`src/core_settings.svh`:
```
`ifndef CORE_SETTINGS_SVH
`define CORE_SETTINGS_SVH

// datapath width
`define WORD_W 32

// physical register file
`define PRF_DEPTH 64
`define PTAG_W 6

`define ROB_ID_W 5 // matches a 32-entry ROB

`endif
```
`src/result_pkg.sv`:
```
`include "core_settings.svh"

package result_pkg;

    // both source operands of one lane
    typedef struct packed {
        logic [`WORD_W-1:0] rs0_data;
        logic [`WORD_W-1:0] rs1_data;
    } prf_rdata_t;

    // prf write, also used as bypass
    typedef struct packed {
        logic               wen;
        logic [`PTAG_W-1:0] rd;
        logic [`WORD_W-1:0] wdata;
    } prf_winfo_t;

    typedef struct packed {
        logic [`ROB_ID_W-1:0] rob_id;
        logic                 branch_taken;
        logic [`WORD_W-1:0]   branch_addr;
        logic                 overflow;
    } finish_t;

endpackage

```
`src/uop_pkg.sv`:
```
`include "core_settings.svh"

package uop_pkg;

    typedef enum logic [5:0] {
        NOP_U,
        // logic
        OR_U,
        ORI_U,
        LUI_U,
        AND_U,
        ANDI_U,
        NOR_U,
        XOR_U,
        XORI_U,
        // shifts, immediate forms take shamt from imm
        SLL_U, SLLV_U,
        SRL_U, SRLV_U,
        SRA_U, SRAV_U,
        // arithmetic and compare
        ADD_U, ADDI_U, ADDU_U,
        SUB_U, SUBU_U,
        SLT_U, SLTI_U, SLTU_U, SLTIU_U,
        MOVE_U,
        CLZ_U,
        CLO_U,
        // branches and jumps
        BEQ_U, BNE_U,
        BGEZ_U, BGTZ_U, BLEZ_U, BLTZ_U,
        J_U, JAL_U, JR_U, JALR_U
    } uop_e;

    typedef enum logic [2:0] {
        ALU_LOGIC, ALU_SHIFT, ALU_ARITH,
        ALU_MOVE, ALU_COUNT, ALU_BRANCH
    } alu_type_e;

    typedef struct packed {
        logic                 valid;
        uop_e                 uop;
        alu_type_e            alu_type;
        logic [`PTAG_W-1:0]   op0_paddr;
        logic [`PTAG_W-1:0]   op1_paddr;
        logic                 op0_re;
        logic                 op1_re;     // clear selects imm as source 1
        logic [`PTAG_W-1:0]   dst_paddr;
        logic                 dst_we;
        logic [`WORD_W-1:0]   imm;
        logic [`WORD_W-1:0]   branch_addr;
        logic                 branch_taken;
        logic [`ROB_ID_W-1:0] rob_id;
    } uop_bundle_t;

endpackage

```
`src/alu_lane.sv`:
```
`include "core_settings.svh"

module alu_lane
    import uop_pkg::*, result_pkg::*;
(
    input  logic               clk,
    input  logic               rst_n,
    input  logic               issue_valid,
    output logic               issue_ready,
    input  uop_bundle_t        issue_uop,
    output logic [`PTAG_W-1:0] rtag0,
    output logic [`PTAG_W-1:0] rtag1,
    input  prf_rdata_t         rdata,
    input  prf_winfo_t         bypass_other,
    output prf_winfo_t         wb,
    output logic               finish_valid,
    input  logic               finish_ready,
    output finish_t            finish
);
    logic        stage_valid, stage_hold;
    uop_bundle_t stage_uop, alu_uop;
    prf_rdata_t  stage_rdata;
    logic        res_valid, res_fresh, res_free, res_load;
    prf_winfo_t  res_wb, alu_wb;
    finish_t     res_finish, alu_finish;

    assign res_free = !res_valid || finish_ready;
    assign res_load = stage_valid && res_free;
    assign stage_hold = stage_valid && !res_free;
    assign issue_ready = !stage_hold;

    // a held op re-reads its sources so a drained bypass is not lost
    assign rtag0 = stage_hold ? stage_uop.op0_paddr : issue_uop.op0_paddr;
    assign rtag1 = stage_hold ? stage_uop.op1_paddr : issue_uop.op1_paddr;

    always_ff @(posedge clk) begin
        if (!rst_n) begin
            stage_valid <= 1'b0;
            res_valid <= 1'b0;
            res_fresh <= 1'b0;
        end else begin
            if (issue_ready)
                stage_valid <= issue_valid;
            if (res_free)
                res_valid <= stage_valid;
            res_fresh <= res_load; // write the prf once per result
        end
    end

    always_ff @(posedge clk) begin
        if (issue_ready)
            stage_uop <= issue_uop;
        stage_rdata <= rdata;
        if (res_load) begin
            res_wb <= alu_wb;
            res_finish <= alu_finish;
        end
    end

    always_comb begin
        alu_uop = stage_uop;
        alu_uop.valid = stage_valid;
        wb = res_wb;
        wb.wen = res_wb.wen && res_fresh;
    end

    alu u_alu (
        .uop          (alu_uop),
        .rdata        (stage_rdata),
        .bypass_own   (wb),
        .bypass_other (bypass_other),
        .wb           (alu_wb),
        .finish       (alu_finish)
    );

    assign finish_valid = res_valid;
    assign finish = res_finish;

endmodule

```
`src/alu.sv`:
```
`include "core_settings.svh"

module alu
    import uop_pkg::*, result_pkg::*;
(
    input  uop_bundle_t uop,
    input  prf_rdata_t  rdata,
    input  prf_winfo_t  bypass_own,
    input  prf_winfo_t  bypass_other,
    output prf_winfo_t  wb,
    output finish_t     finish
);
    localparam int MSB = `WORD_W - 1;

    uop_e               op;
    logic [`WORD_W-1:0] src0, src1;
    logic [`WORD_W-1:0] logic_res, shift_res, arith_res, count_res, result;
    logic [`WORD_W-1:0] src1_neg, sum, target;
    logic [4:0]         shamt;
    logic               sub_op, slt_op, lt, taken, is_branch, overflow;

    // own lane wins over the other lane
    function automatic logic [`WORD_W-1:0] pick_src(
        input logic [`PTAG_W-1:0] tag,
        input logic [`WORD_W-1:0] prf_val,
        input prf_winfo_t         own,
        input prf_winfo_t         other
    );
        if (own.wen && own.rd == tag)
            return own.wdata;
        if (other.wen && other.rd == tag)
            return other.wdata;
        return prf_val;
    endfunction

    function automatic logic [`WORD_W-1:0] lead_zeros(input logic [`WORD_W-1:0] v);
        logic [`WORD_W-1:0] n;
        logic               seen;
        n = '0;
        seen = 1'b0;
        for (int i = MSB; i >= 0; i--) begin
            seen = seen | v[i];
            if (!seen)
                n = n + 1'b1;
        end
        return n;
    endfunction

    assign op = uop.uop;
    assign src0 = uop.op0_re ? pick_src(uop.op0_paddr, rdata.rs0_data, bypass_own, bypass_other)
                             : '0;
    assign src1 = uop.op1_re ? pick_src(uop.op1_paddr, rdata.rs1_data, bypass_own, bypass_other)
                             : uop.imm;

    always_comb begin
        case (op)
            OR_U, ORI_U, LUI_U: logic_res = src0 | src1; // lui imm arrives pre-shifted
            AND_U, ANDI_U:      logic_res = src0 & src1;
            NOR_U:              logic_res = ~(src0 | src1);
            XOR_U, XORI_U:      logic_res = src0 ^ src1;
            default:            logic_res = '0;
        endcase
    end

    // value is always source 1
    assign shamt = (op == SLL_U || op == SRL_U || op == SRA_U) ? uop.imm[4:0] : src0[4:0];

    always_comb begin
        case (op)
            SLL_U, SLLV_U: shift_res = src1 << shamt;
            SRL_U, SRLV_U: shift_res = src1 >> shamt;
            SRA_U, SRAV_U: shift_res = $signed(src1) >>> shamt;
            default:       shift_res = '0;
        endcase
    end

    assign sub_op = op == SUB_U || op == SUBU_U || op == SLT_U || op == SLTI_U;
    assign slt_op = op == SLT_U || op == SLTI_U || op == SLTU_U || op == SLTIU_U;
    assign src1_neg = sub_op ? ~src1 + 1'b1 : src1;
    assign sum = src0 + src1_neg;
    assign lt = (op == SLT_U || op == SLTI_U) ? $signed(src0) < $signed(src1) : src0 < src1;
    assign arith_res = slt_op ? {{MSB{1'b0}}, lt} : sum;

    // result sign flips against source 0
    assign overflow = (((op == ADD_U || op == ADDI_U) && src0[MSB] == src1[MSB]) ||
                       (op == SUB_U && src0[MSB] != src1[MSB])) &&
                      sum[MSB] != src0[MSB];

    assign count_res = (op == CLZ_U) ? lead_zeros(src0) : lead_zeros(~src0);

    always_comb begin
        case (op)
            BEQ_U:                    taken = src0 == src1;
            BNE_U:                    taken = src0 != src1;
            BGEZ_U:                   taken = !src0[MSB];
            BGTZ_U:                   taken = !src0[MSB] && src0 != '0;
            BLEZ_U:                   taken = src0[MSB] || src0 == '0;
            BLTZ_U:                   taken = src0[MSB];
            J_U, JAL_U, JR_U, JALR_U: taken = 1'b1;
            default:                  taken = 1'b0;
        endcase
    end

    assign target = (op == JR_U || op == JALR_U) ? src0 : uop.branch_addr;
    assign is_branch = uop.alu_type == ALU_BRANCH;

    always_comb begin
        case (uop.alu_type)
            ALU_LOGIC:  result = logic_res;
            ALU_SHIFT:  result = shift_res;
            ALU_ARITH:  result = arith_res;
            ALU_MOVE:   result = src0;
            ALU_COUNT:  result = count_res;
            ALU_BRANCH: result = uop.imm; // link address from decode
            default:    result = '0;
        endcase
    end

    assign wb.wen = uop.valid && uop.dst_we;
    assign wb.rd = uop.dst_paddr;
    assign wb.wdata = result;

    // non-branch ops carry the issue fields through
    assign finish.rob_id = uop.rob_id;
    assign finish.branch_taken = is_branch ? taken : uop.branch_taken;
    assign finish.branch_addr = is_branch ? target : uop.branch_addr;
    assign finish.overflow = overflow;

endmodule

```
`config.mk`:
```
export PLATFORM = sky130hd
export DESIGN_NAME = alu_lane
export DESIGN_NICKNAME = d
export VERILOG_FILES = /design/src/result_pkg.sv /design/src/uop_pkg.sv /design/src/alu_lane.sv /design/src/alu.sv
export VERILOG_INCLUDE_DIRS = /design/src
export SDC_FILE = /design/constraint.sdc
export NUM_CORES = 1
export LEC_CHECK = 0
export ABC_AREA = 1
export BUFFER_PORTS_ARGS = -buffer_cell sky130_fd_sc_hd__buf_4
export CAP_MARGIN = 20
export CORE_AREA = 2 2 235 237
export CTS_BUF_LIST = sky130_fd_sc_hd__clkbuf_2 sky130_fd_sc_hd__clkbuf_4 sky130_fd_sc_hd__clkbuf_8
export CTS_CLUSTER_SIZE = 30
export DETAILED_ROUTE_END_ITERATION = 10
export DIE_AREA = 0 0 237 239
export PLACE_DENSITY = 0.79
export SYNTH_ARGS = -nofsm -noshare
export SYNTH_HDL_FRONTEND = slang
export SYNTH_HIERARCHICAL = 1
export SYNTH_SLANG_ARGS = --single-unit
```
`constraint.sdc`:
```
create_clock -name clk -period 28.9 [get_ports clk]
set_clock_uncertainty 0.2 [all_clocks]
set_input_delay 5.78 -clock clk [delete_from_list [all_inputs] [get_ports clk]]
set_output_delay 5.78 -clock clk [all_outputs]
set_load 0.005 [all_outputs]
```
Word-level counts from Yosys, hierarchy flattened. Index checks and enable logic that the tools add are counted.

Register bits after elaboration: 245. Bits of input ports: 208. Output and inout port bits: 92.

Add/sub/neg operators: 64. Magnitude comparators: 2. Equal/unequal tests: 47. Shifts and indexed selects: 3. Multiplexer cells: 94. Bitwise gates (word level): 68. Reductions and logical operators: 39.

Operators with widths (number): two-way mux 32 bit (77); adder 32 x 1 -> 32 bit (second input constant) (61); case mux 32 bit (6 select lines) (1); case mux 32 bit (4 select lines) (1); inverter 32 bit (3); case mux 32 bit (3 select lines) (1); == test 6 x 5 -> 1 bit (second input constant) (13); less-than comparator 32 bit (2); OR 1 bit (62); == test 6 x 4 -> 1 bit (second input constant) (8); adder 32 bit (1); bitwise AND 32 bit (1); == test 32 bit (1); logical NOT 32 bit (1); inequality test 32 bit (1); OR 32 bit (1); nonzero test 32 bit (1); left shift 32 x 5 -> 32 bit (1); >> shifter 32 x 5 -> 32 bit (1); >>> shifter 32 x 5 -> 32 bit (1); XOR 32 bit (1); == test 6 bit (second input constant) (5); == test 6 x 3 -> 1 bit (second input constant) (4); == test 6 bit (4); 19 further kinds (64).

Logic depth before layout (Yosys ltp). Gate-level depths: netlist (run 1).

Word-level depth: 73. Depth in mapped cells: 121.

Modules after synthesis. Netlist (run 1), hierarchy kept.

Modules (own cells, without submodules): alu (times used 1, cells an instance 3808, area an instance 19637.6 um2); alu_lane (times used 1, cells an instance 338, area an instance 7240.7 um2).

Least setup slack after synthesis (run 1). Ideal clock, no wire load.

Path kind: in2reg. From: in bypass_other[35] (netlist bit). To: reg res_wb, in the netlist wb[6] (data pin). Setup time: 0.259 ns. Data arrival time: 22.654 ns. Path slack: 5.787 ns. Cell stages on the path: 116. Buffers on the path: 0. Path through: inv_1 -> nand2_1 -> inv_1 -> nor2_1 -> nand2_1 -> nor2_1 -> nand2_1 -> nand3_1 -> nand2_4 -> inv_1 -> a21oi_1 -> ha_1 -> inv_1 -> a21oi_1 -> ha_1 -> inv_1 -> nand2_1 -> o21ai_0 -> [... 80 more ...] -> ha_1 -> nand2_1 -> nand2_1 -> ha_1 -> or2_2 -> and2_1 -> ha_1 -> nand2_1 -> nand2_1 -> ha_1 -> nand4_1 -> nor2_1 -> nand3_1 -> nor2_1 -> xor2_1 -> nand2_1 -> nand3_1 -> nand3_1.

RTL lines: start: declaration (line alu_lane.sv:14) `input prf_winfo_t bypass_other,`; end signal: assignment (line alu_lane.sv:55) `res_wb <= alu_wb;`; end: declaration (line alu_lane.sv:24) `prf_winfo_t res_wb, alu_wb;`.

==> results of run 1 <==
[cell usage in the layout, fill, tap and decap left out, types with 9 or more instances in the layout]
master        n
nand2_1    1067
inv_1       595
nor2_1      366
nand3_1     341
buf_4       333
o21ai_0     314
ha_1        185
a21oi_1     178
edfxtp_1    178
o211ai_1     82
dfxtp_1      67
nand4_1      53
inv_2        51
clkbuf_8     49
nor2_4       41
xor2_1       38
nand2_2      37
a22oi_1      36
or2_2        35
o2111ai_1    34
a221oi_1     26
nor3_1       24
nand3_2      18
o22ai_1      18
clkinv_1     17
nor2_2       15
clkbuf_4     14
o21ai_1      12
nand3b_1     12
nor2_8       10
and2_1       10
o221ai_1     10
inv_4         9
[worst paths after layout]
path | to | depth (start not counted) | start
worst max-delay path | wb[6] | 118 | bypass_other[35]
worst min-delay path | wb[34] | 0 | alu_uop[73]
worst max register to register | wb[6] | 117 | alu_uop[86]
worst min register to register | wb[34] | 0 | alu_uop[73]
[flip-flops by register name, summed over array words and instances, names as in the netlist]
register	count
alu_uop	100
wb	38
res_wb	1
finish	39
stage_valid	1
stage_rdata	64
res_fresh	1
finish_valid	1
[layer usage]
metal / vias to the layer above / share of wire, % / wire (µm) / global-route usage [%]
met5: - / 0 / 0 / 0
met4: 0 / 4.6 / 3990 / 13.9
met3: 215 / 8.2 / 7080 / 4.68
met2: 1124 / 46 / 40000 / 50.5
met1: 12900 / 41 / 35200 / 36.9
li1: 14100 / - / - / -
[per-stage QoR]
stage          setup slack (ps)  power (W)
3_3_place_gp               4020   0.000765
4_1_cts                    4390    0.00114
5_1_grt                    2780    0.00121
6_report                   4210    0.00114
3_5_place_dp               3730   0.000772
2_1_floorplan              5790   0.000663
[layout make-up]
type	count	area share (%)
flip-flops and latches	245	21.9
multi-input cells	3067	55.4
diodes	2	0.0164
clock buffers	63	2.56
well taps	704	2.89
clock inverters	19	0.608
repair buffers	334	8.27
inverters	666	8.28
[cell families after synthesis]
| family | count (synthesis) | synth area share [%] |
|---|---|---|
| adder cells (fa/ha/maj) | 186 | 8.69 |
| flip-flops | 245 | 24.9 |
| AO/OA/AOI/OAI | 766 | 17.0 |
| buffers and inverters | 834 | 12.7 |
| AND/OR/NAND/NOR | 2064 | 35.1 |
| multiplexers | 8 | 0.298 |
| XOR/XNOR | 43 | 1.40 |
[report_power, final]
group | internal, W | switching, W | leakage (nW)
registers | 0.000399 | 0.0000120 | 2.36
logic | 0.000126 | 0.000238 | 12.6
clock network | 0.000203 | 0.000161 | 0.498
==> impl_metrics.py, run 1 <==
metrics = {
    "critical_path": {
        "cp_slowest_stage_delay_ps": 640,
        "required_ps": 29070,
        "cp_data_arrival_time_ps": 24870,
        "cp_common_cell": "nand2_1",
        "crit_family": "simple AND/OR/NAND/NOR gates",
        "path_max_fanout": 33,
        "slowest_stage": "nand2_2",
        "r2r_slack_ps": 9050,
        "end_kind": "register",
        "worst-path-buf-inv": 20,
        "worst_setup_path_start_kind": "input pin",
        "worstSetupPathType": "input pin to register",
    },
    "synthesis": {
        "synth_most_common_cell": "nand2_1",
        "synth_edf_count": 178,
        "yosys.area.top_type": "edfxtp_1",
        "netlist_instances": 4146,
        "synth_common_cells": "nand2_1, inv_1, nor2_1",
        "yosysUniqueCellTypes": 66,
        "synthesis.nets": 4540,
        "yosysSeqAreaShare_pct": 24.9,
        "synth.avg_cell_area_um2": 6.48,
        "synthArstFlopShare_pct": 0,
        "netlist_area_mm2": 0.0269,
        "synthTopCellsByArea": "edfxtp_1, nand2_1, ha_1, inv_1, nand3_1",
        "ys_ff_latch": 245,
        "ys_warn_count": 6,
        "synth_ff_type": "edfxtp_1",
        "synth.top_cell.area_share_pct": 19.9,
    },
    "detailed_routing": {
        "wl_per_cell_um": 16.9,
        "dr.pass1.iters": 6,
        "drt-vias-per-instance": 5.56,
        "vias": 28400,
        "routed_wl_um": 86200,
        "route.detailed.drc": 0,
        "drt_iter0_drc": 2324,
        "final_antenna_net_count": 0,
    },
    "cts": {
        "cts_resized": 0,
        "max-clock-path-buffers": 3,
        "cts_tree": "done",
        "path_clk_slew_ps": 60,
        "cts-hold-fix-buffers": 0,
        "cts_inserted_buffers": 44,
        "h-tree-depth": 2,
        "cts.sinks": 245,
        "clk_latency_ps": 660,
        "cts_setup_buffers": 0,
        "cts-root-buf": "clkbuf_8",
    },
    "floorplan": {
        "coreArea_mm2": 0.0543,
        "boundaryPins": 300,
        "die_y_um": 239,
        "dieArea_mm2": 0.0566,
        "die_w_um": 237,
        "start_util_pct": 49.5,
        "rows": 86,
    },
    "sta": {
        "whs_ps": 216,
        "final-setup-viol-count": 0,
        "fmax_mhz": 40.5,
        "slew_viol_final": 0,
        "rsz0062_at_grt": "no",
        "max_slew_margin_pct": 22.9,
        "tightest_slew_ps": 1140,
        "finalCriticalPeriod_ps": 24690,
        "hold_viol": 0,
        "timing.final.crit_share_pct": 85.4,
        "final.setup.tns_ps": 0,
    },
    "place": {
        "post-place-cells": 5015,
        "finalWeightedCongestion": 1.04,
        "io_buffers": 298,
        "placed_cell_area_mm2": 0.0295,
        "hpwlAfterDp_um": 67100,
    },
    "layout": {
        "stdcell_count": 5100,
        "multi_input_area_mm2": 0.0169,
        "stdcell_area_mm2": 0.0305,
        "nFillCells": 5308,
        "utilization_pct": 56.1,
        "final_nets": 4752,
        "drive_above_1_share_pct": 15.0,
        "syn_to_final_growth_pct": 13.4,
        "seqCellArea_mm2": 0.00669,
    },
    "worst_hold_path": {
        "hp-class": "register to register",
    },
    "grt": {
        "grt_pass1_vias": 26400,
        "groute.usage.overall_pct": 29.7,
        "grt_max_degree": 71,
        "grt_pass1_wl_um": 134000,
        "antenna_found_initial": 1,
        "grt-ovfl-total": 0,
    },
    "run": {
        "cap_violations": 0,
    },
    "pwr": {
        "ir_drop_mv": 0.0340,
        "p_leak_nw": 15.4,
        "powerDensity_mw_per_mm2": 37.4,
    },
    "run_status": {
        "status": "finished clean",
    },
}
No activity file was read; power rests on OpenSTA's default activity.
==> run 2: changes to the inputs <==
Settings changed: CORE_AREA 2 2 235 237 to 2 2 236 238, DIE_AREA 0 0 237 239 to 0 0 238 240, SYNTH_HIERARCHICAL 1 to unset.
Clock period 28.9 ns to 25.1 ns, I/O delays scaled along.
==> run 2 against run 1 <==
  * Register-to-register slack worse by 3400 ps
  * Worst hold slack about the same
  * Critical path type unchanged
  * Global-route usage rose by 0.92 points
  * Highest routed layer is now met5
  * Final area increased by 0.57%
==> impl_metrics.py, run 2 <==
metrics = {
    "grt": {
        "antenna_found_initial": 1,
        "grt_pass1_vias": 26500,
        "groute.usage.overall_pct": 30.6,
        "grt_use_met1_pct": 39.5,
        "grt_use_met3_pct": 4.57,
        "top_usage_layer": "met2",
        "grt_pass1_wl_um": 139000,
        "grt-ovfl-total": 0,
        "grtUsageMet2_pct": 51.5,
        "grt_max_degree": 75,
    },
    "synthesis": {
        "synth_common_cells": "nand2_1, inv_1, nor2_1",
        "ys_warn_count": 0,
        "synth.top_cell.area_share_pct": 19.8,
        "yosys.area.top_type": "edfxtp_1",
        "synth_edf_count": 178,
        "synthesis.nets": 4549,
        "netlist_instances": 4155,
        "netlist_area_mm2": 0.0270,
        "synthArstFlopShare_pct": 0,
        "yosysUniqueCellTypes": 71,
        "yosysSeqAreaShare_pct": 24.7,
        "synth.avg_cell_area_um2": 6.51,
        "synth_ff_type": "edfxtp_1",
        "synth_most_common_cell": "nand2_1",
        "synthTopCellsByArea": "edfxtp_1, nand2_1, ha_1, inv_1, nand3_1",
        "ys_ff_latch": 245,
    },
    "pwr": {
        "p_leak_nw": 15.1,
        "total_power_w": 0.00129,
        "powerDensity_mw_per_mm2": 42.0,
        "ir_drop_mv": 0.0493,
    },
    "floorplan": {
        "dieArea_mm2": 0.0571,
        "coreArea_mm2": 0.0547,
        "die_y_um": 240,
        "boundaryPins": 300,
        "rows": 86,
        "die_w_um": 238,
        "start_util_pct": 49.5,
    },
    "layout": {
        "syn_to_final_growth_pct": 13.4,
        "largest_register_ffs": 100,
        "most-common-layout-cells": "nand2_1, inv_1, nor2_1, nand3_1, buf_4",
        "final_common_cell": "nand2_1",
        "antenna_cells": 0,
        "drive_above_1_share_pct": 16.5,
        "final_nets": 4768,
    },
    "cts": {
        "cts_resized": 0,
        "max-clock-path-buffers": 3,
        "cts.sinks": 245,
        "cts_setup_buffers": 0,
        "cts-root-buf": "clkbuf_8",
        "path_clk_slew_ps": 60,
        "clk_latency_ps": 670,
        "cts_tree": "done",
        "cts-hold-fix-buffers": 0,
        "cts_inserted_buffers": 44,
        "h-tree-depth": 2,
    },
    "detailed_routing": {
        "route.detailed.drc": 0,
        "wl_per_cell_um": 17.4,
        "final_antenna_net_count": 0,
        "dr.pass1.iters": 6,
        "drt_iter0_drc": 2748,
        "drt-vias-per-instance": 5.59,
        "vias": 28600,
        "routed_wl_um": 89100,
    },
    "critical_path": {
        "startpoint": "bypass_other[35]",
        "slowest_stage": "a21oi_1",
        "worst_setup_path_start_kind": "input pin",
        "cp_slowest_stage_delay_ps": 600,
        "end_kind": "register",
        "path_max_fanout": 8,
        "required_ps": 25290,
        "crit_family": "adder cells",
        "r2r-start": "alu_uop[90]",
        "cp_data_arrival_time_ps": 23540,
        "worst-path-buf-inv": 19,
        "cp_common_cell": "nand2_1",
        "worstSetupPathType": "input pin to register",
    },
    "run": {
        "cap_violations": 0,
    },
    "worst_hold_path": {
        "holdCritStartpoint": "alu_uop[75]",
        "hp-class": "register to register",
    },
    "place": {
        "hpwlAfterDp_um": 68700,
        "finalWeightedCongestion": 1.03,
        "io_buffers": 298,
    },
    "sta": {
        "slew_viol_final": 0,
        "timing.final.crit_share_pct": 93.1,
        "final-setup-viol-count": 0,
        "hold_viol": 0,
        "tightest_slew_ps": 1060,
        "final.setup.tns_ps": 0,
        "fmax_mhz": 42.8,
        "max_slew_margin_pct": 29.4,
        "rsz0062_at_grt": "no",
        "finalCriticalPeriod_ps": 23360,
    },
    "run_status": {
        "status": "finished clean",
    },
}
[run 2: changes by cell type in the layout (fill, tap and decap cells not counted), moves of 13 or more]
cell      change
a22oi_1      +13
inv_1        -34
inv_2        -18
inv_4        +16
nand2_1      -39
nand2_2      +30
nand3_2      +29
nand4_1      +15
nor2_1       +44
nor2_2       +13
o211ai_1     -54
[run 2: report_power, final]
| group | leakage (nW) | internal, W | total (W) | switching, W |
|---|---|---|---|---|
| Sequential | 2.36 | 0.000459 | 0.000472 | 0.0000133 |
| Clock | 0.486 | 0.000217 | 0.000402 | 0.000184 |
| Combinational | 12.3 | 0.000142 | 0.000412 | 0.000270 |
[run 2: cell type report]
type,instances,area [µm²]
inverter,636,2460
multi-input combinational,3115,17200
tap,704,881
clock inverter,15,120
timing repair buffer,332,2490
fill,5335,24000
sequential,245,6690
clock buffer,66,802
[run 2: cells by family after synthesis]
logic type               count (synthesis)  share of synthesized area (%)
flip-flops                             245                           24.7
multiplexers                             5                          0.185
XOR/XNOR                                44                           1.43
AO/OA/AOI/OAI                          733                           15.9
adder cells (fa/ha/maj)                186                           8.64
AND/OR/NAND/NOR                       2147                           37.1
buffers and inverters                  795                           12.0
[run 2: worst paths after layout]
path	to	slack, ps	cells after the start
worst max-delay path	wb[6]	1740	116
worst min-delay path	wb[36]	220	0
worst max register to register	wb[6]	5670	115
worst min register to register	wb[36]	220	0
[run 2: layer usage]
layer,up-vias,part of all wire (%)
li1,14200,-
met1,13000,42
met2,1203,46
met3,215,8.2
met4,2,4.2
met5,-,0.015
[run 2: stage by stage]
stage / std cells / setup slack (ps) / hold slack [ps] / cell area (µm²) / utilization, %
finish: 5113 / 1740 / 217 / 30600 / 56.1
global route: 5113 / 234 / 224 / 30600 / 56.1
CTS: 5113 / 1920 / 219 / 30600 / 56.1
detailed placement: 5032 / 1310 / 205 / 29700 / 54.4
global placement: 5031 / 1570 / 201 / 29700 / 54.4
floorplan: 4155 / 3230 / 200 / 27000 / -
